===== config.mk =====
export PLATFORM = sky130hd
export DESIGN_NAME = asg_out
export DESIGN_NICKNAME = d
export VERILOG_FILES = /design/src/source/asg_pkg.sv /design/src/source/asg_out.sv
export SDC_FILE = /design/constraint.sdc
export NUM_CORES = 1
export LEC_CHECK = 0
export BUFFER_PORTS_ARGS = -buffer_cell sky130_fd_sc_hd__buf_4
export CORE_MARGIN = 2
export CORE_UTILIZATION = 37
export DETAILED_ROUTE_END_ITERATION = 16
export HOLD_SLACK_MARGIN = 0.12
export PLACE_DENSITY = 0.83
export SYNTH_ARGS = -nofsm -noshare
export SYNTH_HDL_FRONTEND = slang
export SYNTH_SLANG_ARGS = --single-unit

===== constraint.sdc =====
create_clock -name sto -period 1.2 [get_ports sto]
set_clock_uncertainty 0.05 [all_clocks]
set_input_delay 0.24 -clock sto [delete_from_list [all_inputs] [get_ports sto]]
set_output_delay 0.24 -clock sto [all_outputs]
set_load 0.02 [all_outputs]

===== src/source/asg_pkg.sv =====
//////////////////////////////////////////////////
// shared types for the signal generator
// sample, bus address and burst counter widths
// CPU bus request, burst config, stream sample
// run state encoding
//////////////////////////////////////////////////

package asg_pkg;

  // one DAC sample
  typedef logic [14-1:0] smp_t;

  // CPU word address, table uses the low bits
  typedef logic [16-1:0] bus_adr_t;

  // burst data/period length count
  typedef logic [32-1:0] bln_t;

  // burst repetition count
  typedef logic [16-1:0] bnm_t;

  // CPU bus request, 32 bits
  typedef struct packed {
    logic     wen;
    logic     ren;
    bus_adr_t addr;
    smp_t     wdata;
  } bus_req_t;

  // burst configuration, lengths are minus one
  typedef struct packed {
    logic ben;  // burst enable
    logic inf;  // repeat forever
    bln_t bdl;  // data length
    bln_t bln;  // period length
    bnm_t bnm;  // repetitions
  } bst_cfg_t;

  // stream sample with last flag
  typedef struct packed {
    smp_t dat;
    logic lst;
  } stm_smp_t;

  // run state machine
  typedef enum logic [1:0] {
    ST_STOP,
    ST_ARMED,
    ST_DATA,
    ST_GAP
  } run_state_e;

endpackage


===== src/source/asg_out.sv =====
//////////////////////////////////////////////////
// stream output register with valid/ready
// pipeline advance and last event
//////////////////////////////////////////////////

`timescale 1ns/1ps

module asg_out (
  input  logic              sto,
  input  logic              ctl_rst,
  input  logic              rd_vld,
  input  asg_pkg::smp_t     rd_dat,
  input  logic              rd_lst_d,
  input  logic              out_rdy,
  output logic              out_vld,
  output asg_pkg::stm_smp_t out_smp,
  output logic              pipe_adv,
  output logic              evn_lst
);

  // move on when the sample is taken or the stage is empty
  assign pipe_adv = out_rdy | ~out_vld;

  always_ff @(posedge sto) begin
    if (ctl_rst) begin
      out_vld <= 1'b0;
    end else if (pipe_adv) begin
      out_vld <= rd_vld;
    end
  end

  // payload, steady while stalled
  always_ff @(posedge sto) begin
    if (pipe_adv) begin
      out_smp.dat <= rd_dat;
      out_smp.lst <= rd_lst_d;
    end
  end

  // last sample on the output
  assign evn_lst = out_vld & out_smp.lst;

endmodule


### Word level (Yosys, flattened, before mapping)

Cells that the tools add are included.

* bitwise gates (word level): 3

Operators by type and width (number)
* 1-bit AND: 1
* 1-bit inverter: 1
* 1-bit bitwise OR: 1

* word-level logic and storage cells: 6
* input port bits: 19
* bits in registers: 16

### Logic depth before layout (Yosys ltp)

* depth after elaboration: 2
* depth in mapped cells: 2
* depth with buffers taken out: 2

### Worst setup path after synthesis

Ideal clock, no wire load.

* path type: reg-to-output
* start: register out_smp[0] (netlist name)
* end: output evn_lst
* cell stages (with the launch flop): 2
* data arrival time: 0.741 ns
* path buffers: 0
* slack: 0.169 ns
* path through: edfxtp_1 and2_2

* word-level cells in the longest chain between the ends: 1

Ends and longest elaborated chain
* start: declaration: line asg_out.sv:16 `output asg_pkg::stm_smp_t out_smp,`
* 1-bit AND: line asg_out.sv:41 `assign evn_lst = out_vld & out_smp.lst;`
* end: declaration: line asg_out.sv:18 `output logic evn_lst`

Every way passes these cells.

### Worst setup path after layout

Same ends and word-level chain as after synthesis.

==> results.sh <==
export IMPL_syn_area_um2=504.2
export IMPL_r2r_start="out_vld$_SDFFE_PP0P_"
export IMPL_period_needed_ns=1.226
export IMPL_drv_slew=0
export IMPL_clkSlewWorstSetupHoldPaths_ns=0.08
export IMPL_final_cell_mix="buf_4 (34), dlygate4sd3_1 (16), edfxtp_1 (15)"
export IMPL_layout_commonest_cell="buf_4"
export IMPL_clock_sinks=16
export IMPL_outcome="complete, but fails checks"
export IMPL_area_delta_synth_final_pct=103.0
export IMPL_synth_top_area_share_pct=89.33
export IMPL_fin_crit_sh_pct=102.2
export IMPL_syn_inst=20
export IMPL_synth_seq_cells=16
export IMPL_p_per_area_mw_per_mm2=1144
export IMPL_row_count=13
export IMPL_tightest_slew_ns=0.08997
export IMPL_via_per_inst=4.237
export IMPL_max_freq_mhz=815.7
export IMPL_hold_viol=0
export IMPL_drtAntennaViolNets=0
export IMPL_ff2ff_setup_slack_ns=0.26
export IMPL_grt_pass1_vias=348
export IMPL_synthTopCellsByArea="edfxtp_1 (89%), dfxtp_1 (4.0%), nand2b_4 (2.7%), a21oi_2 (1.7%), and2_2 (1.5%)"
export IMPL_htree_levels=1
export IMPL_fin_nets=98
export IMPL_antenna_found_initial=0
export IMPL_dpl_hpwl_um=768.4
export IMPL_critPathKind="flip-flop to output port"
export IMPL_io_buffers=36
export IMPL_cp_max_fo=2
export IMPL_place_ws_ns=0.2023
export IMPL_whs_ns=0.1595
export IMPL_cts_tree="yes"
export IMPL_worstHoldStart="rd_vld"
export IMPL_synth_seq_area_share_pct=93.30
export IMPL_clk_latency_ns=0.27
export IMPL_setup_tns_ns=-0.04879
export IMPL_leakagePower_nw=0.4571
export IMPL_overflow=0
export IMPL_antenna_cells=0
export IMPL_core_area_mm2=0.001285
export IMPL_synth_avg_cell_area_um2=25.21
export IMPL_die_w_um=40.92
export IMPL_violations="negative setup slack"
export IMPL_slew_headroom_pct=94.00
export IMPL_min_path_type="input port to flip-flop"
export IMPL_drive_above_1_share_pct=57.69
export IMPL_setup_ws_ns=-0.02588
export IMPL_grt_pass1_wl_um=1331
export IMPL_arrival_ns=0.94
export IMPL_finalSetupViolCount=2
export IMPL_fin_util_pct=79.65
export IMPL_seqCellArea_um2=474.2
export IMPL_synth_top_area_cell="edfxtp_1"
export IMPL_crit_start="out_smp[0]$_DFFE_PP_"
export IMPL_die_h_um=40.92
export IMPL_p_total_mw=1.171
export IMPL_drt_iter0_drc=1
export IMPL_initial_core_util_pct=39.24
export IMPL_wl_um=1150
export IMPL_fillers=68
export IMPL_drv_cap=0
export IMPL_critPathCaptureType="output port"
export IMPL_drc=0
export IMPL_worstSetupStartpointType="flip-flop"
export IMPL_rsz0062_at_grt="yes"
export IMPL_drtPass1Iterations=2
export IMPL_track_usage_pct=13.19
export IMPL_syn_nets=39
export IMPL_clock_path_buffers=2
export IMPL_grt_max_degree=16
export IMPL_vias=394
export IMPL_cp_required_ns=0.91
export IMPL_io_pins=37
export IMPL_place_congestion=0.6502
export IMPL_cts_root_buf="clkbuf_4"
export IMPL_ys_warnings_count=0
export IMPL_cts_made_buffers=3
export IMPL_wire_per_inst_um=12.37
export IMPL_yosys_cell_types_count=6
export IMPL_multi_input_comb_area_um2=31.28
export IMPL_peakVddDrop_v=0.0006552
export IMPL_dieArea_mm2=0.001674
[kinds of logic after synthesis]
family / after synthesis / synth area share, %
flip-flops: 16 / 93.30
buffers and inverters: 1 / 0.7437
AND/OR/NAND/NOR: 2 / 4.218
AO/OA/AOI/OAI: 1 / 1.737
[worst max-delay path: stages, from the launching register on]
cell	delay (ns)
edfxtp_1	0.39
and2_4	0.15
buf_6	0.12
[sequential cells by signal (all words and copies together), names as in the netlist]
name and cells:
out_smp 15, out_vld 1
[layout make-up]
class / instances / share of cell area (%)
clock buffer: 4 / 2.567
sequential: 16 / 46.33
timing repair buffer: 54 / 45.84
multi-input combinational: 3 / 3.056
inverter: 1 / 0.3667
tap: 15 / 1.834
[synthesized netlist by cell type]
library cell / count
a21oi_2: 1
and2_2: 1
edfxtp_1: 15
nand2b_4: 1
dfxtp_1: 1
inv_1: 1
[layer usage]
| metal | share of wire [%] | track usage [%] | wire length (um) |
|---|---|---|---|
| met2 | 43 | 22.66 | 500 |
| met3 | 15 | 3.804 | 169 |
| met1 | 42 | 14.29 | 480 |
| met4 | 0 | 7.500 | 0 |
| met5 | 0 | 0 | 0 |
[where the power goes]
part	switching (mW)	internal, mW
Clock	0.146	0.129
Combinational	0.0969	0.136
Sequential	0.0131	0.651
[timing repair]
action | CTS | global route
buffers inserted | 1 | 0
endpoints found under the hold margin | 16 | 0
pin swaps | 1 | 0
hold buffers | 16 | 0
resized for setup | 4 | 2
setup endpoints to repair | 2 | 3
gates cloned | 0 | 0
[metrics by stage]
| stage | area (um2) | cells |
|---|---|---|
| after floorplan | 504.2 | 20 |
| after global placement | 813.3 | 72 |
| after detailed placement | 813.3 | 72 |
| after CTS | 1017 | 93 |
| after global routing | 1023 | 93 |
| final | 1023 | 93 |
[worst paths after layout]
| check | end | cells after the start |
|---|---|---|
| worst max-delay path | evn_lst | 2 |
| worst min-delay path | out_vld$_SDFFE_PP0P_ | 3 |
| worst max register to register | out_smp[9]$_DFFE_PP_ | 2 |
| worst min register to register | out_vld$_SDFFE_PP0P_ | 2 |
No activity file was read; power rests on OpenSTA's default activity.
