File: src/source/asg_pkg.sv
//////////////////////////////////////////////////
// shared types for the signal generator
// sample, bus address and burst counter widths
// CPU bus request, burst config, stream sample
// run state encoding
//////////////////////////////////////////////////

package asg_pkg;

  // one DAC sample
  typedef logic [14-1:0] smp_t;

  // CPU word address, table uses the low bits
  typedef logic [16-1:0] bus_adr_t;

  // burst data/period length count
  typedef logic [32-1:0] bln_t;

  // burst repetition count
  typedef logic [16-1:0] bnm_t;

  // CPU bus request, 32 bits
  typedef struct packed {
    logic     wen;
    logic     ren;
    bus_adr_t addr;
    smp_t     wdata;
  } bus_req_t;

  // burst configuration, lengths are minus one
  typedef struct packed {
    logic ben;  // burst enable
    logic inf;  // repeat forever
    bln_t bdl;  // data length
    bln_t bln;  // period length
    bnm_t bnm;  // repetitions
  } bst_cfg_t;

  // stream sample with last flag
  typedef struct packed {
    smp_t dat;
    logic lst;
  } stm_smp_t;

  // run state machine
  typedef enum logic [1:0] {
    ST_STOP,
    ST_ARMED,
    ST_DATA,
    ST_GAP
  } run_state_e;

endpackage

File: src/source/asg_burst_cnt.sv
//////////////////////////////////////////////////
// burst period and repetition counters
// with data, period and repetition end flags
//////////////////////////////////////////////////

`timescale 1ns/1ps

module asg_burst_cnt (
  input  logic              sto,
  input  logic              ctl_rst,
  input  logic              pipe_adv,
  input  logic              cnt_clr,
  input  logic              cnt_en,
  input  asg_pkg::bst_cfg_t cfg_bst,
  output asg_pkg::bln_t     sts_bln,
  output asg_pkg::bnm_t     sts_bnm,
  output logic              end_bdl,
  output logic              end_bln,
  output logic              end_bnm
);

  //////////////////////////////////////////////////
  // counters
  //////////////////////////////////////////////////

  // period counter restarts at period end
  always_ff @(posedge sto) begin
    if (ctl_rst) begin
      sts_bln <= '0;
    end else if (pipe_adv) begin
      if (cnt_clr) begin
        sts_bln <= '0;
      end else if (cnt_en) begin
        sts_bln <= end_bln ? '0 : sts_bln + 1'b1;
      end
    end
  end

  // repetitions, one step per period
  always_ff @(posedge sto) begin
    if (ctl_rst) begin
      sts_bnm <= '0;
    end else if (pipe_adv) begin
      if (cnt_clr) begin
        sts_bnm <= '0;
      end else if (cnt_en & end_bln) begin
        sts_bnm <= sts_bnm + 1'b1;
      end
    end
  end

  //////////////////////////////////////////////////
  // end flags
  //////////////////////////////////////////////////

  // last data cycle of the period
  assign end_bdl = (sts_bln == cfg_bst.bdl);
  // last cycle of the period
  assign end_bln = (sts_bln == cfg_bst.bln);
  // never the last period in infinite mode
  assign end_bnm = (sts_bnm == cfg_bst.bnm) & ~cfg_bst.inf;

endmodule

File: config.mk
export PLATFORM = sky130hd
export DESIGN_NAME = asg_burst_cnt
export DESIGN_NICKNAME = d
export VERILOG_FILES = /design/src/source/asg_pkg.sv /design/src/source/asg_burst_cnt.sv
export SDC_FILE = /design/constraint.sdc
export NUM_CORES = 1
export LEC_CHECK = 0
export BUFFER_PORTS_ARGS = -buffer_cell sky130_fd_sc_hd__buf_2
export CELL_PAD_IN_SITES_DETAIL_PLACEMENT = 0
export CELL_PAD_IN_SITES_GLOBAL_PLACEMENT = 1
export CORE_MARGIN = 2
export CORE_UTILIZATION = 37
export DETAILED_ROUTE_END_ITERATION = 7
export GPL_TIMING_DRIVEN = 0
export PLACE_DENSITY_LB_ADDON = 0.1
export SYNTH_ARGS = -nofsm -noshare
export SYNTH_HDL_FRONTEND = slang
export SYNTH_SLANG_ARGS = --single-unit
File: constraint.sdc
create_clock -name sto -period 4 [get_ports sto]
set_clock_uncertainty 0.05 [all_clocks]
set_input_delay 0.2 -clock sto [delete_from_list [all_inputs] [get_ports sto]]
set_output_delay 0.2 -clock sto [all_outputs]
set_load 0.02 [all_outputs]
======== Word-level counts from Yosys, hierarchy flattened ========
Index checks and enable logic that the tools add are counted.
W data, S select, Z words.
word-level totals
  logic and storage cells ................. 19
  input port bits ......................... 87
  register bits after elaboration ......... 48
  output and inout bits ................... 51
operators by class
  equality and inequality tests ........... 3
  add/sub/neg operators ................... 2
  muxes and demuxes ....................... 5
  reduce and logical (&&, ||, !) cells .... 4
  bitwise gates (word level) .............. 3
operators by type and width
  operator                 number
  $mux W32                 3
  $eq A32 B32 Y1           2
  $add A32 B1 Y32 const B  1
  $mux W16                 2
  $add A16 B1 Y16 const B  1
  $eq A16 B16 Y1           1
  $reduce_and A2 Y1        2
  $reduce_bool A2 Y1       2
  $and A1 B1 Y1            2
  $not A1 Y1               1

======== Logic depth before layout (Yosys ltp) ========
  word-level depth ........................ 4
  depth in mapped cells ................... 9
  gate-level depth less buffers ........... 7

======== Least setup slack after synthesis ========
Ideal clock, no wire load.
  path kind ............................... reg2reg
  start point ............................. register sts_bln[5]
  end point ............................... register sts_bnm[10]
  path slack .............................. 1665 ps
  data required time ...................... 3876 ps
  cell stages (with the launch flop) ...... 9
  period minus slack after synthesis ...... 2335 ps
  data arrival time ....................... 2211 ps
  buffers on the path ..................... 2
  library setup time ...................... 74 ps
  cells stage by stage .................... dfxtp_1 clkbuf_1 xnor2_1 nand4_1 nor4_4 nand2_2 buf_6 or4_1 a31oi_1
on the way
  longest elaborated chain between the ends .. 4
ends and longest elaborated chain
  element                              RTL line             source
  start, declared                      asg_burst_cnt.sv:15  output asg_pkg::bln_t sts_bln,
  start signal, assigned               asg_burst_cnt.sv:34  sts_bln <= end_bln ? '0 : sts_bln + 1'b1;
  $eq A32 B32 Y1                       asg_burst_cnt.sv:59  assign end_bln = (sts_bln == cfg_bst.bln);
  $and A1 B1 Y1                        asg_burst_cnt.sv:46  end else if (cnt_en & end_bln) begin
  $reduce_bool A2 Y1 (no source line)  -
  $reduce_and A2 Y1 (no source line)   -
  end signal, assigned                 asg_burst_cnt.sv:47  sts_bnm <= sts_bnm + 1'b1;
  end, declared                        asg_burst_cnt.sv:16  output asg_pkg::bnm_t sts_bnm,
Every way passes these cells.
A chain may end at the register's enable or synchronous reset.

======== Final worst setup path ========
  start point ............................. register sts_bln[11]
  end point ............................... register sts_bln[2]
on the way
  longest elaborated chain between the ends .. 4
ends and longest elaborated chain
  element         RTL line             source
  $eq A32 B32 Y1  asg_burst_cnt.sv:59
  $mux W32        asg_burst_cnt.sv:34
  $mux W32        asg_burst_cnt.sv:33  end else if (cnt_en) begin
  $mux W32        asg_burst_cnt.sv:31  if (cnt_clr) begin
Every way passes these cells. The select of a mux whose other input is x is not followed.

==> impl_metrics.json <==
{
  "utilization_pct": 47.7,
  "r2r-end": "sts_bln[2]",
  "worstPathRequired_ns": 4.15,
  "path_max_fanout": 10,
  "wl_met1_um": 5240,
  "synthXorXnorAreaFrac_pct": 28.6,
  "rsz0062_at_grt": "no",
  "die_w_um": 100,
  "cp_cell_sequence": "clkbuf_1 > xnor2_1 > nand4_1 > nor4_4 > nand2_2 > buf_6 > a21oi_2 > buf_2 > nor2_1",
  "worst_setup_path_start_kind": "register",
  "cts_buffer_depth": 2,
  "hold_end": "sts_bnm[0]",
  "hold_viol": 0,
  "peakVddDrop_mv": 0.138,
  "vias": 3476,
  "initial_utilization_pct": 37.6,
  "power_density_nw_per_um2": 213,
  "synthCells": 422,
  "clock.fmax_ghz": 0.346,
  "setup_tns_ns": 0,
  "cts_made_buffers": 5,
  "final_cells": 677,
  "yosys.area_share.simple_pct": 28.0,
  "area_growth_pct": 26.8,
  "ys_ff_latch": 48,
  "setup_viol": 0,
  "cp_slowest_cell": "nor4_4",
  "rows": 35,
  "syn_area_um2": 3410,
  "antenna_found_initial": 0,
  "register_area_um2": 961,
  "muxShareOfSynthArea_pct": 0.587,
  "antenna_cells": 0,
  "finalCriticalPeriod_ns": 2.89,
  "whs_path_depth": 2,
  "min-delay-start": "ctl_rst",
  "drt_pass1_iterations": 4,
  "dp_hpwl_um": 8480,
  "slew_headroom_pct": 48.4,
  "cts_tree": "built",
  "clkSinkCount": 48,
  "max_stage_delay_ns": 0.52,
  "grt_pass1_vias": 3229,
  "io_buffer_count": 136,
  "synth_compound_area_share_pct": 8.26,
  "synth_top_family_by_area": "XOR/XNOR gates",
  "crit_type": "reg2reg",
  "hold_ws_ns": 0.0618,
  "power.leakage_nw": 1.95,
  "p_total_mw": 0.920,
  "grt_pass1_wl_um": 16900,
  "routedWlPerCell_um": 15.9,
  "fin_crit_sh_pct": 72.2,
  "holdCritPathClass": "in2reg",
  "syn_area_per_cell_um2": 8.08,
  "tightest_slew_ns": 0.771,
  "insertion_delay_ns": 0.31,
  "met2_length_um": 4790,
  "grt-ovfl-total": 0,
  "drt_iter0_drc": 114,
  "holdBufCountCts": 0,
  "synth_cell_types": 45,
  "cp.arrival_ns": 3.04,
  "drive_above_1_share_pct": 29.7,
  "synthAdderAreaFrac_pct": 0.734,
  "nNetsFinal": 654,
  "r2r_slack_ns": 1.11,
  "r2r_start": "sts_bln[11]",
  "htreeDepth": 2,
  "multi_input_area_um2": 2260,
  "end_kind": "register",
  "placed_cell_area_um2": 4230,
  "dp_cells": 669,
  "wirelength_um": 10800,
  "fillerInstances": 970,
  "grt_start_max_net_pins": 17,
  "wl_met3_um": 653,
  "boundaryPins": 138,
  "cts_setup_buffers": 0,
  "cts.reportedPaths.clkPinSlew_ns": 0.10,
  "fin_ws_ns": 1.11,
  "core_um2": 9060,
  "slew_violations": 0,
  "route.detailed.drc": 0,
  "top_layer_used": "met4",
  "cts_root_buf": "clkbuf_8",
  "post_cts_resized": 0,
  "viasPerCell": 5.13,
  "yosys_warnings": 0,
  "synth.net_count": 511,
  "die_height_um": 100,
  "fin_area_um2": 4320,
  "die_area_um2": 10000,
  "pre_cts_slack_ns": 1.09,
  "drv_cap": 0,
  "track_usage_pct": 21.5,
  "reg2regPathDepth": 9,
  "outcome": "complete, no violations",
  "seq_area_frac_synth_pct": 28.2,
  "place.gp.congestion": 0.823,
  "ant_nets": 0
}
-- worst max-delay path by stage --
stage	from	to	slack, ns	depth (start not counted)
after CTS	sts_bln[11]	sts_bln[2]	1.07	9
after floorplan	sts_bln[5]	sts_bnm[10]	1.67	8
after detailed placement	sts_bln[11]	sts_bln[2]	1.09	9
after global routing	sts_bln[11]	sts_bln[2]	0.76	9
final	sts_bln[11]	sts_bln[2]	1.11	9
after global placement	sts_bln[11]	sts_bln[2]	1.10	9
-- routing by layer --
metal	up-vias	GRT usage [%]
li1	1745	-
met3	12	2.72
met1	1615	32.1
met5	-	0
met4	0	3.79
met2	104	33.6
-- synth_stat cells, drive strengths merged --
library cell	n	area, µm²
a311oi	2	17.5
and3	14	87.6
nand4	20	138
o21a	1	7.51
nand2b	1	6.26
xor2	62	543
o22ai	1	6.26
ha	2	25.0
and2	3	18.8
nor2b	1	6.26
o31ai	1	7.51
nand3	30	150
inv	7	26.3
a41oi	2	17.5
clkinv	1	3.75
o311ai	2	17.5
nand4b	1	8.76
nor3	7	35.0
a32oi	1	8.76
buf	13	101
clkbuf	16	60.1
xnor2	46	433
and4	1	8.76
a21oi	10	53.8
nand2	28	108
o2111a	1	11.3
nor4	15	124
dfxtp	48	961
mux2i	2	20.0
o211ai	4	30.0
or3	5	31.3
o21ai	9	45.0
a31oi	8	50.1
or4	4	30.0
or2	1	6.26
nor2	50	188
o41ai	1	8.76
nand3b	1	7.51
-- state kept, by name (all words and copies together), names as in the netlist --
name / flops
sts_bnm: 16
sts_bln: 32
-- cell usage in the layout (no fill, tap or decap), drive strengths merged, types with 2 or more instances in the layout --
cell type  count
buf          149
nor2          50
nand4         20
nand2         28
ha             2
and3          14
mux2i          2
or3            5
o311ai         2
a31oi          8
o21ai          9
clkbuf        21
or4            4
a311oi         2
xnor2         46
o211ai         4
a21oi         10
xor2          62
dfxtp         48
clkinv         2
clkinvlp       2
and2           3
a41oi          2
inv            7
nor3           7
nor4          15
nand3         30
-- cell families (layout without fill, tap and decap cells) --
| logic type | Yosys count | count (layout) |
|---|---|---|
| XOR/XNOR | 108 | 108 |
| adder cells (fa/ha/maj) | 2 | 2 |
| flip-flops | 48 | 48 |
| multiplexers | 2 | 2 |
| AND/OR/NAND/NOR | 182 | 182 |
| AO/OA/AOI/OAI | 43 | 43 |
| buffers and inverters | 37 | 181 |
-- area by class of cell --
type | count | share of cell area, %
plain buffers | 29 | 3.74
clock buffers | 5 | 1.59
clock inverters | 3 | 0.550
inverters | 8 | 0.695
multi-input cells | 337 | 52.2
flip-flops and latches | 48 | 22.2
well taps | 111 | 3.21
repair buffers | 136 | 15.8
-- worst max-delay path: cells and delay by family, from the launching register on --
| kind | cells | cell delay [ns] |
|---|---|---|
| and+or+nand+nor | 4 | 0.93 |
| buffers and inverters | 3 | 0.85 |
| AOI/OAI and AO/OA | 1 | 0.39 |
| DFF | 1 | 0.36 |
| xor gates and xnor gates | 1 | 0.19 |
-- report_power, final --
group,internal (mW),switching [mW]
registers,0.478,0.00211
clock network,0.124,0.191
logic,0.0607,0.0630
total,0.664,0.256
Power figures use the tool's default switching activity.
