$ cat config.mk
export PLATFORM = sky130hd
export DESIGN_NAME = asg_ctl
export DESIGN_NICKNAME = d
export VERILOG_FILES = /design/src/source/asg_pkg.sv /design/src/source/asg_ctl.sv
export SDC_FILE = /design/constraint.sdc
export NUM_CORES = 1
export LEC_CHECK = 0
export BUFFER_PORTS_ARGS = -buffer_cell sky130_fd_sc_hd__buf_2
export CORE_MARGIN = 2
export CORE_UTILIZATION = 15
export DETAILED_ROUTE_END_ITERATION = 6
export PLACE_DENSITY = 0.77
export SETUP_SLACK_MARGIN = 0.1
export SYNTH_ARGS = -nofsm -noshare
export SYNTH_HDL_FRONTEND = slang
export SYNTH_SLANG_ARGS = --single-unit
$ cat constraint.sdc
create_clock -name sto -period 1.25 [get_ports sto]
set_input_delay 0.3125 -clock sto [delete_from_list [all_inputs] [get_ports sto]]
set_output_delay 0.3125 -clock sto [all_outputs]
set_load 0.02 [all_outputs]
$ cat src/source/asg_pkg.sv
//////////////////////////////////////////////////
// shared types for the signal generator
// sample, bus address and burst counter widths
// CPU bus request, burst config, stream sample
// run state encoding
//////////////////////////////////////////////////

package asg_pkg;

  // one DAC sample
  typedef logic [14-1:0] smp_t;

  // CPU word address, table uses the low bits
  typedef logic [16-1:0] bus_adr_t;

  // burst data/period length count
  typedef logic [32-1:0] bln_t;

  // burst repetition count
  typedef logic [16-1:0] bnm_t;

  // CPU bus request, 32 bits
  typedef struct packed {
    logic     wen;
    logic     ren;
    bus_adr_t addr;
    smp_t     wdata;
  } bus_req_t;

  // burst configuration, lengths are minus one
  typedef struct packed {
    logic ben;  // burst enable
    logic inf;  // repeat forever
    bln_t bdl;  // data length
    bln_t bln;  // period length
    bnm_t bnm;  // repetitions
  } bst_cfg_t;

  // stream sample with last flag
  typedef struct packed {
    smp_t dat;
    logic lst;
  } stm_smp_t;

  // run state machine
  typedef enum logic [1:0] {
    ST_STOP,
    ST_ARMED,
    ST_DATA,
    ST_GAP
  } run_state_e;

endpackage

$ cat src/source/asg_ctl.sv
//////////////////////////////////////////////////
// run state machine of the generator
// arm, trigger, burst data/gap, stop
// pointer, read and counter controls, period event
//////////////////////////////////////////////////

`timescale 1ns/1ps

module asg_ctl (
  input  logic              sto,
  input  logic              ctl_rst,
  input  logic              ctl_str,
  input  logic              ctl_stp,
  input  logic              ctl_trg,
  input  asg_pkg::bst_cfg_t cfg_bst,
  input  logic              pipe_adv,
  input  logic              end_bdl,
  input  logic              end_bln,
  input  logic              end_bnm,
  output logic              sts_str,
  output logic              sts_trg,
  output logic              ptr_ld,
  output logic              ptr_en,
  output logic              rd_en,
  output logic              rd_lst,
  output logic              cnt_clr,
  output logic              cnt_en,
  output logic              evn_per
);

  asg_pkg::run_state_e state;
  asg_pkg::run_state_e state_nxt;
  logic run;
  logic run_go;
  logic rpt;
  logic run_end;

  //////////////////////////////////////////////////
  // events
  //////////////////////////////////////////////////

  // running covers both data and gap
  assign run = (state == asg_pkg::ST_DATA) || (state == asg_pkg::ST_GAP);
  // trigger while armed, or in the same cycle as start
  assign run_go = ctl_trg & ~ctl_stp &
                  ((state == asg_pkg::ST_ARMED) | ((state == asg_pkg::ST_STOP) & ctl_str));
  // end of a burst period
  assign rpt = cfg_bst.ben & run & end_bln;
  // stop request or last period done
  assign run_end = run & (ctl_stp | (rpt & end_bnm));

  //////////////////////////////////////////////////
  // state machine
  //////////////////////////////////////////////////

  always_comb begin
    state_nxt = state;
    unique case (state)
      asg_pkg::ST_STOP: begin
        if (ctl_str & ~ctl_stp) begin
          state_nxt = run_go ? asg_pkg::ST_DATA : asg_pkg::ST_ARMED;
        end
      end
      asg_pkg::ST_ARMED: begin
        if (ctl_stp) begin
          state_nxt = asg_pkg::ST_STOP;
        end else if (run_go) begin
          state_nxt = asg_pkg::ST_DATA;
        end
      end
      asg_pkg::ST_DATA: begin
        // triggers are ignored while running
        if (run_end) begin
          state_nxt = asg_pkg::ST_STOP;
        end else if (cfg_bst.ben & end_bdl & ~rpt) begin
          state_nxt = asg_pkg::ST_GAP;
        end
      end
      default: begin
        // gap, leave at period end or if burst mode got switched off
        if (run_end) begin
          state_nxt = asg_pkg::ST_STOP;
        end else if (rpt | ~cfg_bst.ben) begin
          state_nxt = asg_pkg::ST_DATA;
        end
      end
    endcase
  end

  // whole pipeline moves on pipe_adv only
  always_ff @(posedge sto) begin
    if (ctl_rst) begin
      state <= asg_pkg::ST_STOP;
    end else if (pipe_adv) begin
      state <= state_nxt;
    end
  end

  // one cycle pulse after each period end
  always_ff @(posedge sto) begin
    if (ctl_rst) begin
      evn_per <= 1'b0;
    end else begin
      evn_per <= pipe_adv & rpt;
    end
  end

  //////////////////////////////////////////////////
  // controls
  //////////////////////////////////////////////////

  assign sts_str = (state != asg_pkg::ST_STOP);
  assign sts_trg = run;
  assign ptr_ld  = run_go;
  assign cnt_clr = run_go;
  assign cnt_en  = run;
  // gap cycles reread the held address
  assign rd_en   = run;
  assign rd_lst  = run_end;
  // pointer holds on the last data address through the gap
  assign ptr_en  = ((state == asg_pkg::ST_DATA) & ~(cfg_bst.ben & end_bdl)) |
                   (rpt & ~end_bnm);

endmodule

Word-level counts from Yosys, hierarchy flattened

Cells that the tools add are included.

Register bits after elaboration: 3

Equal/unequal tests: 6
Multiplexer cells: 9
Bitwise operators: 22
Reductions and logical operators: 5

Operators with widths:

| operator                                                                 | number |
|---|---|
| 2-bit two-way mux                                                        | 8 |
| 1-bit bitwise AND                                                        | 13 |
| 2-bit case mux with 3 select lines                                       | 1 |
| 1-bit inverter                                                           | 5 |
| 5-bit AND reduction                                                      | 1 |
| 5-bit nonzero test                                                       | 1 |
| 2-bit == test (second input constant)                                    | 2 |
| 1-bit OR                                                                 | 4 |
| 3-bit by 2-bit inequality test with 1-bit output (second input constant) | 1 |
| 3-bit inequality test (second input constant)                            | 1 |
| 2-bit by 1-bit == test with 1-bit output (second input constant)         | 1 |
| 2-bit logical NOT                                                        | 1 |
| 2-bit by 1-bit inequality test with 1-bit output (second input constant) | 1 |
| 2-bit nonzero test                                                       | 1 |
| 1-bit logical OR                                                         | 1 |

Longest topological paths before layout

Gate-level depths: netlist of run 1.

Depth in word-level cells: 9
Mapped depth: 5
Gate-level depth less buffers: 3

Worst setup path before layout of run 1

Ideal clock, no wire load.

Path type: flip-flop to output port
Start: register state[1]
End: output ptr_ld
Arrival: 1.119 ns
Setup slack: -0.182 ns
Stages on the path, launching flop included: 6
Path through: dfxtp_1 -> buf_6 -> nor2_1 -> nand2_1 -> nor2_1 -> buf_4

Longest elaborated chain between the ends: 4

Ends and longest elaborated chain:

| item                   | line          | text |
|---|---|---|
| start, declared        | asg_ctl.sv:31 | `asg_pkg::run_state_e state;` |
| start signal, assigned | asg_ctl.sv:93 | `state <= asg_pkg::ST_STOP;` |
| start signal, assigned | asg_ctl.sv:95 | `state <= state_nxt;` |
| 2-bit logical NOT      | asg_ctl.sv:46 | `((state == asg_pkg::ST_ARMED) \| ((state == asg_pkg::ST_STOP) & ctl_str));` |
| 1-bit bitwise AND      | asg_ctl.sv:46 |  |
| 1-bit OR *             | asg_ctl.sv:46 |  |
| 1-bit bitwise AND *    | asg_ctl.sv:45 | `assign run_go = ctl_trg & ~ctl_stp &` |
| end, declared          | asg_ctl.sv:22 | `output logic ptr_ld,` |

Every way passes the cells marked *; elsewhere a longest branch is shown, timed or not.

Worst setup path in the final report of run 1

Same ends and word-level chain as after synthesis.

==> impl_metrics.tcl, run 1 <==
set metrics [dict create \
    slew_headroom_pct 79.9 \
    period_share_pct 104 \
    highest_layer "met3" \
    critPathBufInv 1 \
    vias 331 \
    tightest_slew_ps 300 \
    layout-drive-gt1-share_pct 60.7 \
    globalplace.congestion 0.699 \
    grt_setup_unrepaired "yes" \
    slowest_delay_ps 360 \
    die_h_microns 45.6 \
    core_sq_um 1670 \
    rows 15 \
    drt-initial-drc-count 4 \
    hold_class "in2reg" \
    synth_cells 35 \
    ant_nets 0 \
    netlist.top_cell.by_area "dfxtp_1" \
    ys_async_sr_fraction_pct 0 \
    chipWidth_microns 45.6 \
    clock_sinks 3 \
    synth_enable_flop_cells 0 \
    ys_warn_count 0 \
    cp.arrival_ps 980 \
    synth_seq_cells 3 \
    hold_buffers 0 \
    p_leak_nw 0.218 \
    power.density_nw_per_um2 825 \
    report.final.setup_viol 4 \
    dr.pass1.iters 4 \
    ys_types 22 \
    crit_chain "nor2_4 -> nand2_2 -> nor2_4 -> buf_6" \
    cts_tree "done" \
    gr-total-overflow 0 \
    status "finished, violations left" \
    nFillCells 186 \
    place_area_sq_um 353 \
    antennaDiodeCount 0 \
    required_ps 940 \
    ys_top_cells_by_area "dfxtp_1, buf_4, nor2_1, a21oi_1, o211ai_2" \
    wl_per_cell_microns 10.1 \
    hold_viol 0 \
    setup_tns_ps -142 \
    endpoint_kind "output port" \
    grt_first_pass_wirelength_microns 1120 \
    routed-wl-met3_microns 38 \
    grt_antenna_before_repair 0 \
    htree_levels 1 \
    syn_to_final_growth_pct 78.3 \
    synth-seq-area-share_pct 23.2 \
    cts.path.max_buffers 2 \
    fin_crit_ps 1300 \
    viasPerCell 4.53 \
    crit_type "reg2out" \
    crit_top_cell "nor2_4" \
    violations "negative setup slack" \
    synthFlopType "dfxtp_1" \
    netlist_top_cells_count "nor2_1, a21oi_1, buf_4, dfxtp_1, nand2_1" \
    first_global_vias 291 \
    syn_avg_cell_area_sq_um 7.40 \
    cts.clk_slew.worst_paths_ps 40 \
    insertion_delay_ps 230 \
    postLayoutCellArea_sq_um 462 \
    nets 148 \
    final_cell_count_no_fill 73 \
    root_buffer "clkbuf_4" \
    final_core_util_pct 27.6 \
    critPathLaunchType "flop" \
    grt_max_degree 7 \
    io_buffers 18 \
    grt.total_usage_pct 7.38 \
    fmax_ghz 0.771 \
    syn_nets 126 \
    fp.dieArea_sq_um 2080 \
    synth.most_common_cell "nor2_1" \
    drc 0 \
    post-place-ws_ps -10.3 \
    total_power_mw 0.381 \
    wl_met2_microns 424 \
    crit_slowest_cell "dfxtp_4" \
    dp_hpwl_microns 549 \
    placed_cells_incl_taps 66 \
    setup_slack_ps -46.6 \
    worst_clock_skew_ps 1.58 \
    crit_family "flip-flops" \
    io_pins 100 \
    syn_area_sq_um 259 \
    peakVddDrop_uv 273 \
    wl_met1_microns 277 \
    whs_ps 276 \
    drv_slew 0 \
    cp_max_fo 6 \
    wirelength_microns 740 \
    start_util_pct 15.5 \
    drv_cap 0 \
    yosys.area.top_type_share_pct 23.2 \
    numCtsBuffers 3 \
]
-- worst paths after layout --
path,endpoint,cells after the start,from,slack (ps)
worst max-delay path,ptr_ld,4,state[1]$_SDFFE_PP0P_,-50
worst min register to register,state[1]$_SDFFE_PP0P_,3,state[1]$_SDFFE_PP0P_,590
worst max register to register,state[0]$_SDFFE_PP0P_,4,state[1]$_SDFFE_PP0P_,0
worst min-delay path,state[1]$_SDFFE_PP0P_,2,ctl_rst,280
-- final cells by class --
class                           count  area, sq um  area share (%)
Clock buffer                        4         26.3            5.69
Inverter                            1         3.75           0.813
Multi-Input combinational cell     26          179            38.8
Sequential cell                     3         67.6            14.6
Tap cell                           17         21.3            4.61
Timing Repair Buffer               22          164            35.5
-- placed cells by master, fill, tap and decap left out, drive strengths merged, types with 2 or more instances in the layout --
master,instances
a21oi,4
nand2,2
clkbuf,4
nor2,6
dfxtp,3
buf,22
-- metal layers --
layer	vias up	GRT usage [%]
met2	11	12.1
met5	-	0
met3	0	2.38
met1	155	8.55
met4	0	3.53
li1	165	-
-- where the power goes --
group	switching, mW	internal (mW)
Sequential	0.00534	0.0969
Combinational	0.0545	0.0546
Clock	0.0501	0.120
-- flip-flops by register name, summed over array words and instances (netlist names) --
register and cells:
state 2, evn_per 1
-- repair_timing --
action | CTS | global route
gates resized for setup | 21 | 0
buffers inserted | 3 | 0
hold endpoints to repair | 0 | 0
pin swaps | 2 | 1
setup endpoints to repair | 9 | 9
-- logic make-up (layout without fill, tap and decap cells) --
| family | after synthesis | after routing | share of synthesized area, % |
|---|---|---|---|
| AND/OR/NAND/NOR | 17 | 17 | 35.8 |
| AO/OA/AOI/OAI | 9 | 9 | 23.2 |
| buffers and inverters | 6 | 27 | 17.9 |
| flip-flops | 3 | 3 | 23.2 |
No activity file was read; power rests on OpenSTA's default activity.
==> inputs of run 2 (changes only) <==
==> config.mk (replaced) <==
export PLATFORM = sky130hd
export DESIGN_NAME = asg_ctl
export DESIGN_NICKNAME = d
export VERILOG_FILES = /design/src/source/asg_pkg.sv /design/src/source/asg_ctl.sv
export SDC_FILE = /design/constraint.sdc
export NUM_CORES = 1
export LEC_CHECK = 0
export ABC_CLOCK_PERIOD_IN_PS = 1250
export CORE_AREA = 2 2 39 41
export DETAILED_ROUTE_END_ITERATION = 6
export DIE_AREA = 0 0 41 43
export DONT_BUFFER_PORTS = 1
export SETUP_SLACK_MARGIN = 0.1
export SYNTH_ARGS = -nofsm -noshare
export SYNTH_HDL_FRONTEND = slang
export SYNTH_SLANG_ARGS = --single-unit
==> run 2 against run 1 <==
Against the previous run: the run still ends with negative setup slack left; utilization decreased by 3.4 points; sequential share of layout area increased by 4.8 points; non-clock buffer count decreased by 16; critical path type unchanged; worst setup slack improved by 17 ps; global-route usage increased by 1.5 points.
==> impl_metrics.tcl, run 2 (synthesis results as in run 1) <==
set metrics [dict create \
    crit_type "reg2out" \
    globalplace.congestion 0.691 \
    clockPowerShare_pct 50.8 \
    cts_tree "done" \
    rows 14 \
    drt-initial-drc-count 3 \
    fin_crit_ps 1280 \
    slew_headroom_pct 82.8 \
    antennaDiodeCount 0 \
    first_global_vias 294 \
    power.density_nw_per_um2 1010 \
    fp.dieArea_sq_um 1760 \
    critPathLaunchType "flop" \
    vias 266 \
    ant_nets 0 \
    io_buffers 0 \
    p_seq_share_pct 30.5 \
    hold_class "in2reg" \
    clock_sinks 3 \
    violations "negative setup slack" \
    period_share_pct 102 \
    whs_ps 139 \
    syn_to_final_growth_pct 29.5 \
    drv_cap 0 \
    status "finished, violations left" \
    dr.pass1.iters 3 \
    viasPerCell 4.75 \
    core_sq_um 1380 \
    endpoint_kind "output port" \
    drv_slew 0 \
    grt_first_pass_wirelength_microns 1110 \
    dp_hpwl_microns 459 \
    peakVddDrop_uv 413 \
    wl_per_cell_microns 10.6 \
    grt_setup_unrepaired "yes" \
    chipWidth_microns 41 \
    reg_top3 "state x2, evn_per x1" \
    required_ps 940 \
    switching_share_pct 26.8 \
    netSwitchingPower_mw 0.0906 \
    nets 132 \
    final_common_cell "buf_4" \
    p_leak_nw 0.140 \
    power_frac_comb_pct 18.7 \
    htree_levels 1 \
    cp.arrival_ps 970 \
    report.final.setup_viol 2 \
    root_buffer "clkbuf_4" \
    worst_clock_skew_ps 1.35 \
    numCtsBuffers 3 \
    cts.clk_slew.worst_paths_ps 40 \
    io_pins 100 \
    setup_slack_ps -29.8 \
    hold_viol 0 \
    total_power_mw 0.338 \
    fmax_ghz 0.781 \
    largest_reg_flops 2 \
    tightest_slew_ps 254 \
    grt.total_usage_pct 8.93 \
    setup_tns_ps -59.6 \
    p_int_mw 0.247 \
    insertion_delay_ps 230 \
    die_h_microns 43 \
    wirelength_microns 593 \
    cts.path.max_buffers 2 \
    drc 0 \
    nFillCells 147 \
    layout-drive-gt1-share_pct 42.5 \
    mostFrequentLayoutCells "buf_4, nor2_1, a21oi_1" \
    cp_max_fo 6 \
    grt_max_degree 7 \
    gr-total-overflow 0 \
    grt_antenna_before_repair 0 \
    start_util_pct 18.7 \
    top_register "state" \
]
-- run 2: metrics by stage --
step                instances  worst slack [ps]  util (%)  cell area [sq um]
global placement           49              75.9      20.0                277
floorplan                  35              62.7         -                277
detailed placement         49              69.8      20.0                277
global route               56             -75.5      24.2                335
CTS                        55             -47.5      23.7                328
finish                     56             -29.8      24.2                335
-- run 2: metal layers --
layer | share of wire (%) | vias to the layer above | routed length (microns) | track usage [%]
met5 | 0 | - | 0 | 0
met4 | 0 | 0 | 0 | 2.00
met3 | 10 | 0 | 61 | 5.24
met2 | 50 | 15 | 296 | 13.8
met1 | 40 | 120 | 235 | 10.3
li1 | - | 131 | - | -
-- run 2: worst max-delay path, stage by stage (launching register included) --
cell and delay (ps):
dfxtp_4 360, nor2_4 90, nand2_2 60, nor2_4 230
-- run 2: power by group through the flow --
stage | clock network [mW] | registers (mW) | logic, mW
2_1_floorplan | 0 | 0.103 | 0.0563
3_3_place_gp | 0 | 0.106 | 0.0534
3_5_place_dp | 0 | 0.106 | 0.0542
4_1_cts | 0.181 | 0.103 | 0.0608
5_1_grt | 0.194 | 0.103 | 0.0693
6_report | 0.172 | 0.103 | 0.0634
-- run 2: worst paths after layout --
check / from / end / slack, ps / cells past startpoint
min: ctl_rst / state[1]$_SDFFE_PP0P_ / 140 / 1
max reg2reg: state[1]$_SDFFE_PP0P_ / state[0]$_SDFFE_PP0P_ / 140 / 3
max: state[1]$_SDFFE_PP0P_ / cnt_clr / -30 / 3
min reg2reg: state[0]$_SDFFE_PP0P_ / state[0]$_SDFFE_PP0P_ / 540 / 2
-- run 2: timing repair --
| action | in CTS | in global routing |
|---|---|---|
| hold buffers | 0 | 0 |
| pin swaps | 1 | 0 |
| setup buffers | 2 | 1 |
| endpoints found under the setup margin | 9 | 8 |
| gates resized for setup | 6 | 0 |
| endpoints found under the hold margin | 0 | 0 |
-- run 2: cell type report --
class / count / area [sq um] / area share, %
Tap cell: 16 / 20.0 / 5.97
Inverter: 1 / 3.75 / 1.12
Timing Repair Buffer: 6 / 42.5 / 12.7
Multi-Input combinational cell: 26 / 178 / 53.0
Sequential cell: 3 / 65.1 / 19.4
Clock buffer: 4 / 26.3 / 7.84
