<file path="src/source/asg_ptr.sv">
//////////////////////////////////////////////////
// fixed point phase accumulator
// offset load, step add, modulo wrap on size
//////////////////////////////////////////////////

`timescale 1ns/1ps

module asg_ptr #(
  parameter int unsigned CWM = 14,
  parameter int unsigned CWF = 16
) (
  input  logic               sto,
  input  logic               ctl_rst,
  input  logic               pipe_adv,
  input  logic               ptr_ld,
  input  logic               ptr_en,
  input  logic [CWM+CWF-1:0] cfg_siz,
  input  logic [CWM+CWF-1:0] cfg_ste,
  input  logic [CWM+CWF-1:0] cfg_off,
  output logic [CWM-1:0]     rd_adr
);

  // two guard bits, sum and difference never alias
  localparam int unsigned PW = CWM + CWF;

  logic [PW-1:0] ptr_cur;
  logic [PW+1:0] ptr_nxt;
  logic [PW+1:0] ptr_sub;

  // step and size are stored minus one
  assign ptr_nxt = {2'b00, ptr_cur} + {2'b00, cfg_ste} + 1'b1;
  assign ptr_sub = ptr_nxt - ({2'b00, cfg_siz} + 1'b1);

  // offset load wins over a step
  always_ff @(posedge sto) begin
    if (ctl_rst) begin
      ptr_cur <= '0;
    end else if (pipe_adv) begin
      if (ptr_ld) begin
        ptr_cur <= cfg_off;
      end else if (ptr_en) begin
        // wrap once the sum reaches the table length
        ptr_cur <= ptr_sub[PW+1] ? ptr_nxt[PW-1:0] : ptr_sub[PW-1:0];
      end
    end
  end

  // integer part
  assign rd_adr = ptr_cur[CWF +: CWM];

endmodule

</file>
<file path="config.mk">
export PLATFORM = sky130hd
export DESIGN_NAME = asg_ptr
export DESIGN_NICKNAME = d
export VERILOG_FILES = /design/src/source/asg_ptr.sv
export SDC_FILE = /design/constraint.sdc
export NUM_CORES = 1
export LEC_CHECK = 0
export ABC_AREA = 1
export BUFFER_PORTS_ARGS = -buffer_cell sky130_fd_sc_hd__buf_2
export CAP_MARGIN = 20
export CORE_MARGIN = 4
export CORE_UTILIZATION = 54
export DETAILED_ROUTE_END_ITERATION = 7
export HOLD_SLACK_MARGIN = 0.12
export PLACE_DENSITY = 0.78
export SLEW_MARGIN = 40
export SYNTH_ARGS = -nofsm -noshare
export SYNTH_HDL_FRONTEND = slang
export SYNTH_SLANG_ARGS = --single-unit
</file>
<file path="constraint.sdc">
create_clock -name sto -period 3.58 [get_ports sto]
set_input_delay 0.179 -clock sto [delete_from_list [all_inputs] [get_ports sto]]
set_output_delay 0.179 -clock sto [all_outputs]
set_load 0.01 [all_outputs]
</file>
Word-level counts from Yosys, hierarchy flattened --
Cells that the tools add are included.
Operators by class: add/subtract/negate cells 4, mux-type cells 3, reductions and logical operators 2
Operators with widths (number):
- 30-bit 2-to-1 mux | 3
- 31-bit by 1-bit adder with 32-bit output (second input constant) | 1
- 32-bit by 31-bit subtractor with 32-bit output | 1
- 30-bit by 1-bit adder with 31-bit output (second input constant) | 1
- 30-bit by 30-bit adder with 31-bit output | 1
- 2-bit AND reduction | 1
- 2-bit nonzero test | 1
Word-level totals: register bits 30, input port bits 95, output and inout bits 14, word-level logic and storage cells 10

Logic depth before layout (Yosys ltp) --
Gate-level depths: netlist (run 1).
word-level depth 6, gate-level depth with buffers 29

Least setup slack after synthesis (run 1) --
Ideal clock, no wire load.
path kind reg-to-reg, start point register ptr_cur[0], end point register ptr_cur[3], data arrival time 3.145 ns, data required time 3.448 ns, path slack 0.303 ns, cell stages (with the launch flop) 28, path buffers 1, clock period less this slack 3.277 ns, path through dfxtp_1 -> inv_1 -> ha_1 -> inv_1 -> fa_1 -> nand2_1 -> nand2_1 -> nand3b_1 -> nand2_2 -> nand2_1 -> nand2_1 -> nand3_1 -> nand3_1 -> nand2_1 -> inv_1 -> nor2_1 -> inv_1 -> ha_1 -> nand2_1 -> nor2_1 -> inv_1 -> nor3_1 -> nand4_4 -> buf_2 -> nand3_1 -> nand3_1 -> nand2_1 -> a21oi_1
On the way: word-level cells in the longest chain between the ends 6
RTL lines:
- start: declaration | line 26 | logic [PW-1:0] ptr_cur;
- start signal: assignment | line 40 | ptr_cur <= cfg_off;
- start signal: assignment | line 43 | ptr_cur <= ptr_sub[PW+1] ? ptr_nxt[PW-1:0] : ptr_sub[PW-1:0];
- 30-bit by 30-bit adder with 31-bit output * | line 31 | assign ptr_nxt = {2'b00, ptr_cur} + {2'b00, cfg_ste} + 1'b1;
- 31-bit by 1-bit adder with 32-bit output * | line 31
- 32-bit by 31-bit subtractor with 32-bit output | line 32 | assign ptr_sub = ptr_nxt - ({2'b00, cfg_siz} + 1'b1);
- 30-bit 2-to-1 mux * | line 43
- 30-bit 2-to-1 mux * | line 41 | end else if (ptr_en) begin
- 30-bit 2-to-1 mux * | line 39 | if (ptr_ld) begin
Mark *: on every way between the ends. The rest lies on a longest branch, timed or not. The select of a mux whose other input is x is not followed. A chain may end at the register's enable or synchronous reset.

Worst setup path in the final report (run 1) --
start point register ptr_cur[0], end point register ptr_cur[6]
The elaborated chain is that of the path after synthesis.

==> results of run 1 <==
-- power breakdown --
group,internal (µW),switching [µW]
Sequential,374,39.4
Clock,275,146
Combinational,1260,1790
Total,1910,1980
-- metal layers --
metal | up-vias | part of all wire, % | track usage [%]
li1 | 3833 | - | -
met1 | 3535 | 42 | 40.9
met2 | 387 | 47 | 48.5
met3 | 55 | 8.3 | 1.64
met4 | 0 | 2.5 | 7.05
met5 | - | 0 | 0
-- what timing repair did --
action / in CTS / in global routing
gates cloned: 0 / 2
pin swaps: 3 / 37
setup endpoints to repair: 29 / 30
setup buffers: 1 / 12
resized for setup: 18 / 167
-- worst min path at each step --
stage                                  from                       end  slack [ps]  cells after the start
detailed placement  ptr_cur[0]$_SDFFE_PP0P_   ptr_cur[0]$_SDFFE_PP0P_         460                      2
CTS                              cfg_off[5]   ptr_cur[5]$_SDFFE_PP0P_         210                      3
global route                     cfg_off[4]   ptr_cur[4]$_SDFFE_PP0P_         220                      3
floorplan                           ctl_rst  ptr_cur[18]$_SDFFE_PP0P_         250                      1
global placement    ptr_cur[0]$_SDFFE_PP0P_   ptr_cur[0]$_SDFFE_PP0P_         460                      2
finish                           cfg_off[5]   ptr_cur[5]$_SDFFE_PP0P_         210                      3
-- cell usage after synthesis (all sizes together) --
master  instances
a31oi           3
fa              2
ha             60
a21o            5
a21boi          2
xnor2           8
dfxtp          30
o31ai           1
o21bai          8
inv           197
nand3b          3
nand4          11
nand3          88
and2            2
a21oi          98
nand2         380
buf            24
or2            10
nor2          122
clkbuf          9
o21ai          33
xor2           24
nor3           13
-- worst max-delay path, delay by kind of cell (launching register included) --
kind | cells | cell delay (ps)
AND/OR/NAND/NOR | 11 | 1240
buffers and inverters | 3 | 270
AO/OA/AOI/OAI | 4 | 660
flip-flops | 1 | 330
XOR/XNOR | 1 | 390
adder cells (fa/ha/maj) | 3 | 720
-- logic make-up after synthesis --
family          count (synthesis)  share of synthesized area, %
xor+xnor                       32                          4.61
buf+inv                       230                          15.7
simple gates                  629                          43.1
compound gates                150                          13.8
fa+ha+maj                      62                          13.0
flops                          30                          9.88
-- stage by stage --
step / util, % / hold WS [ps]
after floorplan: - / 248
after global placement: 64.3 / 460
after detailed placement: 64.3 / 457
after CTS: 66.7 / 210
after global routing: 74.9 / 221
final: 74.9 / 211
-- area by class of cell --
type	count	area [µm²]
fillers	886	2750
clock inverters	1	5.00
multi-input cells	873	5370
well taps	140	175
repair buffers	177	1140
inverters	197	744
flip-flops and latches	30	609
clock buffers	7	143
==> results.sh, run 1 <==
export IMPL_cp_cell_sequence="inv_2, ha_4, inv_2, fa_2, nand2_2, a21oi_2, nand3_1, nand3_2, xor2_1, ha_1, nand2_1, nand2_1, a21oi_2, nand2_1, nand2_1, nand3_2, nand4_4, nand2_8, clkbuf_16, a21oi_1, nand2_1, a21oi_2"
export IMPL_slowest_delay_ps=390
export IMPL_root_buffer="clkbuf_16"
export IMPL_grt_use_total_pct=29.0
export IMPL_numCtsBuffers=5
export IMPL_slew_headroom_pct=56.4
export IMPL_synth_seq_cells=30
export IMPL_clock_sinks=30
export IMPL_reg2regPathDepth=22
export IMPL_routed_wl_um=22200
export IMPL_grt_max_degree=38
export IMPL_crit_start="ptr_cur[0]$_SDFFE_PP0P_"
export IMPL_power_density_nw_per_um2=475
export IMPL_worstSetupStartpointType="flip-flop"
export IMPL_post_drt_wl_per_cell_um=15.6
export IMPL_yosysUniqueCellTypes=38
export IMPL_cp_max_fo=9
export IMPL_leakagePower_uw=0.00447
export IMPL_tightest_slew_ps=651
export IMPL_slowest_stage="xor2_1"
export IMPL_clk_insertion_delay_late_ps=270
export IMPL_reg_top3="ptr_cur (30)"
export IMPL_num_vias=7810
export IMPL_place_inst=1402
export IMPL_antenna_left=0
export IMPL_tns_ps=-320
export IMPL_synth_top_area_share_pct=22.9
export IMPL_hpwl_um=16600
export IMPL_violations="negative setup slack"
export IMPL_ir_worst_vdd_v=0.000324
export IMPL_dpl_instance_area_um2=7040
export IMPL_final_common_cell="nand2_1"
export IMPL_hold_violations=0
export IMPL_syn2layout_area_growth_pct=34.7
export IMPL_first_pass_iters=6
export IMPL_slew_violations=0
export IMPL_die_x_um=114
export IMPL_globalplace_congestion=0.981
export IMPL_status="finished, violations left"
export IMPL_drive_gt1_share_pct=28.7
export IMPL_fmax_mhz=272
export IMPL_antenna_found_initial=0
export IMPL_ctsLongestPathBuffers=2
export IMPL_synth_yosys_seq_area_share_pct=9.88
export IMPL_grt_pass1_vias=6604
export IMPL_worstSetupEndpointType="flip-flop"
export IMPL_setup_violations=13
export IMPL_crit_arrival_ps=3890
export IMPL_worstSetupEndpoint="ptr_cur[6]$_SDFFE_PP0P_"
export IMPL_cts_max_level=2
export IMPL_grt_overflow=0
export IMPL_portBuffers=108
export IMPL_top_register="ptr_cur"
export IMPL_drt_iter0_drc=899
export IMPL_ios=109
export IMPL_cp_common_cell="nand2_1"
export IMPL_synth_area_top_cells="nand2_1, ha_1, inv_1"
export IMPL_rows=38
export IMPL_synth_avg_cell_area_um2=5.37
export IMPL_cts_hold_buf=0
export IMPL_place_ws_ps=-94.6
export IMPL_rsz0062_at_grt="yes"
export IMPL_initial_utilization_pct=55.6
export IMPL_clk_pin_slew_ps=50
export IMPL_synth_cell_area_um2=6080
export IMPL_viasPerCell=5.48
export IMPL_mappedNetlistNets=1290
export IMPL_drv_cap=0
export IMPL_worstSetupPathType="reg -> reg"
export IMPL_fin_ws_ps=-99.9
export IMPL_worstHoldPathType="in -> reg"
export IMPL_largest_reg_flops=30
export IMPL_cts_tree="yes"
export IMPL_die_area_um2=13000
export IMPL_most_common_layout_cells="nand2_1, inv_1, buf_2"
export IMPL_skew_ps=2.36
export IMPL_drc=0
export IMPL_crit_required_ps=3790
export IMPL_fin_cells=1425
export IMPL_grt_pass1_wl_um=30600
export IMPL_final_area_um2=8190
export IMPL_die_height_um=114
export IMPL_r2r_start="ptr_cur[0]$_SDFFE_PP0P_"
export IMPL_fin_nets=1441
export IMPL_total_power_uw=3890
export IMPL_core_um2=10900
export IMPL_synth_warnings=0
export IMPL_syn_inst=1133
export IMPL_r2r_slack_ps=-100
export IMPL_fin_crit_sh_pct=103
export IMPL_finalCriticalPeriod_ps=3680
export IMPL_synth_top_area_cell="nand2_1"
export IMPL_r2r_end="ptr_cur[6]$_SDFFE_PP0P_"
export IMPL_diodes=0
Note: power is estimated with default switching activity, not from simulation.
==> run 2, diff against run 1 <==
CORE_UTILIZATION = 59   (was 54)
PLACE_DENSITY = 0.84   (was 0.78)
==> results.sh, run 2 (synthesis gave the netlist of run 1 again) <==
export IMPL_status="finished, violations left"
export IMPL_violations="negative setup slack"
export IMPL_power_density_nw_per_um2=469
export IMPL_num_vias=8197
export IMPL_syn2layout_area_growth_pct=36.9
export IMPL_clock_sinks=30
export IMPL_slowest_stage="fa_2"
export IMPL_core_um2=9910
export IMPL_crit_required_ps=3800
export IMPL_most_common_layout_cells="nand2_1, inv_1, buf_2"
export IMPL_reg_top3="ptr_cur (30)"
export IMPL_slew_violations=0
export IMPL_clk_insertion_delay_late_ps=290
export IMPL_top_register="ptr_cur"
export IMPL_fin_ws_ps=-223
export IMPL_worstSetupPathType="reg -> reg"
export IMPL_portBuffers=108
export IMPL_drive_gt1_share_pct=28.7
export IMPL_final_common_cell="nand2_1"
export IMPL_diodes=0
export IMPL_die_area_um2=12000
export IMPL_antenna_found_initial=0
export IMPL_tightest_slew_ps=618
export IMPL_clk_pin_slew_ps=70
export IMPL_post_drt_wl_per_cell_um=16.7
export IMPL_ios=109
export IMPL_worstHoldPathType="in -> reg"
export IMPL_leakagePower_uw=0.00459
export IMPL_grt_pass1_vias=7321
export IMPL_cts_hold_buf=0
export IMPL_slew_headroom_pct=58.7
export IMPL_drv_cap=0
export IMPL_ir_worst_vdd_v=0.000330
export IMPL_globalplace_congestion=0.999
export IMPL_ctsLongestPathBuffers=2
export IMPL_fmax_mhz=263
export IMPL_grt_pass1_wl_um=33700
export IMPL_dpl_instance_area_um2=7280
export IMPL_tns_ps=-3300
export IMPL_drc=0
export IMPL_hpwl_um=17500
export IMPL_final_area_um2=8320
export IMPL_root_buffer="clkbuf_8"
export IMPL_first_pass_iters=6
export IMPL_cp_max_fo=7
export IMPL_crit_arrival_ps=4030
export IMPL_worstSetupEndpointType="flip-flop"
export IMPL_antenna_left=0
export IMPL_largest_reg_flops=30
export IMPL_die_height_um=110
export IMPL_setup_violations=30
export IMPL_routed_wl_um=24200
export IMPL_fin_cells=1449
export IMPL_cp_common_cell="nand2_2"
export IMPL_fin_crit_sh_pct=106
export IMPL_viasPerCell=5.66
export IMPL_finalCriticalPeriod_ps=3800
export IMPL_grt_overflow=0
export IMPL_skew_ps=3.88
export IMPL_grt_use_total_pct=35.4
export IMPL_grt_max_degree=38
export IMPL_cts_max_level=2
export IMPL_fin_nets=1472
export IMPL_hold_violations=0
export IMPL_cts_tree="yes"
export IMPL_drt_iter0_drc=1077
export IMPL_initial_utilization_pct=61.4
export IMPL_die_x_um=110
export IMPL_rsz0062_at_grt="yes"
export IMPL_worstSetupStartpointType="flip-flop"
export IMPL_place_inst=1429
export IMPL_rows=36
export IMPL_slowest_delay_ps=410
export IMPL_nFillCells=679
export IMPL_numCtsBuffers=5
## run 2: cell count changes in the layout (fill, tap and decap cells not counted), sizes merged
cell,previous run,this run
clkinvlp,0,1
buf,175,207
clkbuf,9,7
## run 2: final cells by class
cell class | count | area, µm² | share of cell area [%]
clock inverter | 2 | 12.5 | 0.150
timing repair buffer | 208 | 1380 | 16.6
clock buffer | 6 | 82.6 | 0.992
inverter | 197 | 742 | 8.92
multi-input combinational | 873 | 5340 | 64.1
sequential | 30 | 602 | 7.23
tap | 133 | 166 | 2.00
## run 2: report_power, final
| part | leakage, µW | internal, µW | switching (µW) | total [µW] |
|---|---|---|---|---|
| logic | 0.00430 | 1320 | 1880 | 3200 |
| clock network | 0.0000472 | 154 | 137 | 291 |
| registers | 0.000248 | 372 | 41.2 | 413 |
| total | 0.00459 | 1850 | 2050 | 3910 |
## run 2: stage by stage
stage | util [%] | setup slack (ps) | power, µW | hold slack (ps)
final | 84.0 | -223 | 3910 | 193
after global routing | 84.0 | -401 | 4160 | 205
after CTS | 76.9 | -27.0 | 3340 | 186
after detailed placement | 73.5 | -224 | 2910 | 478
after global placement | 73.5 | -62.6 | 2880 | 458
after floorplan | - | 303 | 2070 | 248
## run 2: layer usage
layer  track usage, %  vias up  wire (µm)
met5                0        -          0
met4             11.7        0       1220
met3             2.76      132       2180
met2             60.8      463      11500
met1             46.9     3701       9270
li1                 -     3901          -
## run 2: worst max-delay path, delay by kind of cell, from the launching register on
family          cells  cell delay (ps)
flops               1              330
fa+ha+maj           3              830
simple gates       17             1600
compound gates      2              260
buf+inv             8              690
## run 2: timing repair
item                       in CTS  in global routing
pin swaps                       8                 35
buffers inserted                6                  5
cloned                          1                  1
gates resized for setup        34                128
setup endpoints to repair      30                 30
## run 2: worst paths after layout
path | from | end | slack, ps | depth (start not counted)
setup / recovery | ptr_cur[0]$_SDFFE_PP0P_ | ptr_cur[11]$_SDFFE_PP0P_ | -220 | 30
hold / removal | cfg_off[26] | ptr_cur[26]$_SDFFE_PP0P_ | 190 | 3
setup reg to reg | ptr_cur[0]$_SDFFE_PP0P_ | ptr_cur[11]$_SDFFE_PP0P_ | -220 | 30
hold reg to reg | ptr_cur[27]$_SDFFE_PP0P_ | ptr_cur[27]$_SDFFE_PP0P_ | 500 | 2
==> run 3, diff against run 2 <==
CTS_BUF_LIST = sky130_fd_sc_hd__clkbuf_16   (was not set)
SKIP_LAST_GASP = 1   (was not set)
SLEW_MARGIN = not set   (was 40)
==> results.sh, run 3 (synthesis gave the netlist of run 1 again) <==
export IMPL_min_from="cfg_off[26]"
export IMPL_antenna_found_initial=0
export IMPL_largest_reg_flops=30
export IMPL_final_common_cell="nand2_1"
export IMPL_reg_top3="ptr_cur (30)"
export IMPL_grt_max_degree=38
export IMPL_hpwl_um=17500
export IMPL_first_pass_iters=6
export IMPL_power_switching_uw=2000
export IMPL_place_ws_ps=-224
export IMPL_die_area_um2=12000
export IMPL_utilization_pct=82.8
export IMPL_slew_violations=0
export IMPL_crit_cells=23
export IMPL_violations="negative setup slack"
export IMPL_portBuffers=108
export IMPL_crit_start="ptr_cur[17]$_SDFFE_PP0P_"
export IMPL_rsz0062_at_grt="yes"
export IMPL_skew_ps=4.34
export IMPL_cts_hold_buf=0
export IMPL_crit_arrival_ps=4050
export IMPL_drv_cap=0
export IMPL_die_x_um=110
export IMPL_hold_violations=0
export IMPL_num_vias=8229
export IMPL_worstHoldPathCells=3
export IMPL_top_register="ptr_cur"
export IMPL_worstHoldPathType="in -> reg"
export IMPL_ctsLongestPathBuffers=2
export IMPL_fin_crit_sh_pct=109
export IMPL_die_height_um=110
export IMPL_core_um2=9910
export IMPL_grt_pass1_wl_um=34000
export IMPL_clk_insertion_delay_late_ps=280
export IMPL_worstSetupEndpointType="flip-flop"
export IMPL_worstSetupStartpointType="flip-flop"
export IMPL_r2r_start="ptr_cur[17]$_SDFFE_PP0P_"
export IMPL_grt_overflow=0
export IMPL_clk_pin_slew_ps=50
export IMPL_cp_cell_sequence="ha_1, nand2_1, nor2_1, inv_1, buf_4, nor3_1, nand2_1, nand3_1, nand2_1, ha_1, inv_1, o21bai_1, a21oi_2, o31ai_2, buf_4, nor2_4, nand2_4, buf_12, buf_12, nand2_1, nand3_1, nand2_1, a21oi_2"
export IMPL_slew_headroom_pct=56.8
export IMPL_numCtsBuffers=5
export IMPL_worstSetupPathType="reg -> reg"
export IMPL_reg2regPathDepth=23
export IMPL_tightest_slew_ps=648
export IMPL_power_density_nw_per_um2=476
export IMPL_antenna_left=0
export IMPL_ios=109
export IMPL_cts_max_level=2
export IMPL_ir_worst_vdd_v=0.000302
export IMPL_viasPerCell=5.66
export IMPL_post_drt_wl_per_cell_um=16.4
export IMPL_seq_power_share_pct=10.6
export IMPL_total_power_uw=3910
export IMPL_clock_sinks=30
export IMPL_status="finished, violations left"
export IMPL_place_inst=1429
export IMPL_grt_pass1_vias=7374
export IMPL_most_common_layout_cells="nand2_1, inv_1, buf_2"
export IMPL_root_buffer="clkbuf_16"
export IMPL_routed_wl_um=23800
export IMPL_drc=0
export IMPL_drive_gt1_share_pct=27.6
export IMPL_whs_ps=201
export IMPL_setup_violations=30
export IMPL_syn2layout_area_growth_pct=34.9
export IMPL_finalCriticalPeriod_ps=3900
export IMPL_p_comb_share_pct=79.1
export IMPL_slowest_stage="ha_1"
export IMPL_p_int_uw=1910
export IMPL_fin_cells=1453
export IMPL_cp_top_family="simple AND/OR/NAND/NOR gates"
export IMPL_leakagePower_uw=0.00461
export IMPL_grt_use_total_pct=35.8
export IMPL_fmax_mhz=256
export IMPL_fin_nets=1476
export IMPL_crit_required_ps=3730
export IMPL_clkPwrFrac_pct=10.4
export IMPL_drt_iter0_drc=1161
export IMPL_cp_max_fo=5
export IMPL_path_buf_inv=6
export IMPL_swShare_pct=51.1
export IMPL_slowest_delay_ps=370
export IMPL_rows=36
export IMPL_fin_ws_ps=-320
export IMPL_diodes=0
export IMPL_initial_utilization_pct=61.4
export IMPL_cts_tree="yes"
export IMPL_cp_common_cell="nand2_1"
export IMPL_globalplace_congestion=0.999
-- run 3: path summary, 6_finish.rpt --
| path | to | slack [ps] |
|---|---|---|
| setup / recovery | ptr_cur[28]$_SDFFE_PP0P_ | -320 |
| hold / removal | ptr_cur[26]$_SDFFE_PP0P_ | 200 |
| setup reg to reg | ptr_cur[28]$_SDFFE_PP0P_ | -320 |
| hold reg to reg | ptr_cur[0]$_SDFFE_PP0P_ | 510 |
-- run 3: cell type report --
cell class              instances  area [µm²]
clock inverters                 3        16.3
inverters                     197         742
well taps                     133         166
repair buffers                212        1410
fillers                       706        1710
multi-input cells             873        5140
flip-flops and latches         30         602
clock buffers                   5         125
-- run 3: routing by layer --
metal | wire (µm) | track usage [%] | share of wire [%]
met3 | 2160 | 3.35 | 9.1
met5 | 0 | 0 | 0
met1 | 9310 | 47.2 | 39
met4 | 1210 | 10.8 | 5.1
met2 | 11100 | 61.7 | 47
-- run 3: what timing repair did --
item,4_1_cts,5_1_grt
buffers inserted,9,6
endpoints found under the setup margin,30,30
resized for setup,36,93
cloned,1,1
pin swaps,9,43
-- run 3: per-stage QoR --
step                cell area (µm²)  TNS [ps]
finish                         8200     -6370
global route                   8200    -10040
CTS                            7720     -43.0
detailed placement             7280     -4530
global placement               7280      -264
floorplan                      6080         0
-- run 3: tightest hold or removal path: cells and delay by family --
family,cells,cell delay (ps)
AOI/OAI and AO/OA,2,180
buffers and inverters,1,80
-- run 3: power by group through the flow --
stage	clock network (µW)	logic [µW]	registers, µW
after floorplan	0	1670	397
after global placement	0	2470	409
after detailed placement	0	2500	411
after CTS	397	2690	405
after global routing	413	3350	413
final	404	3090	412
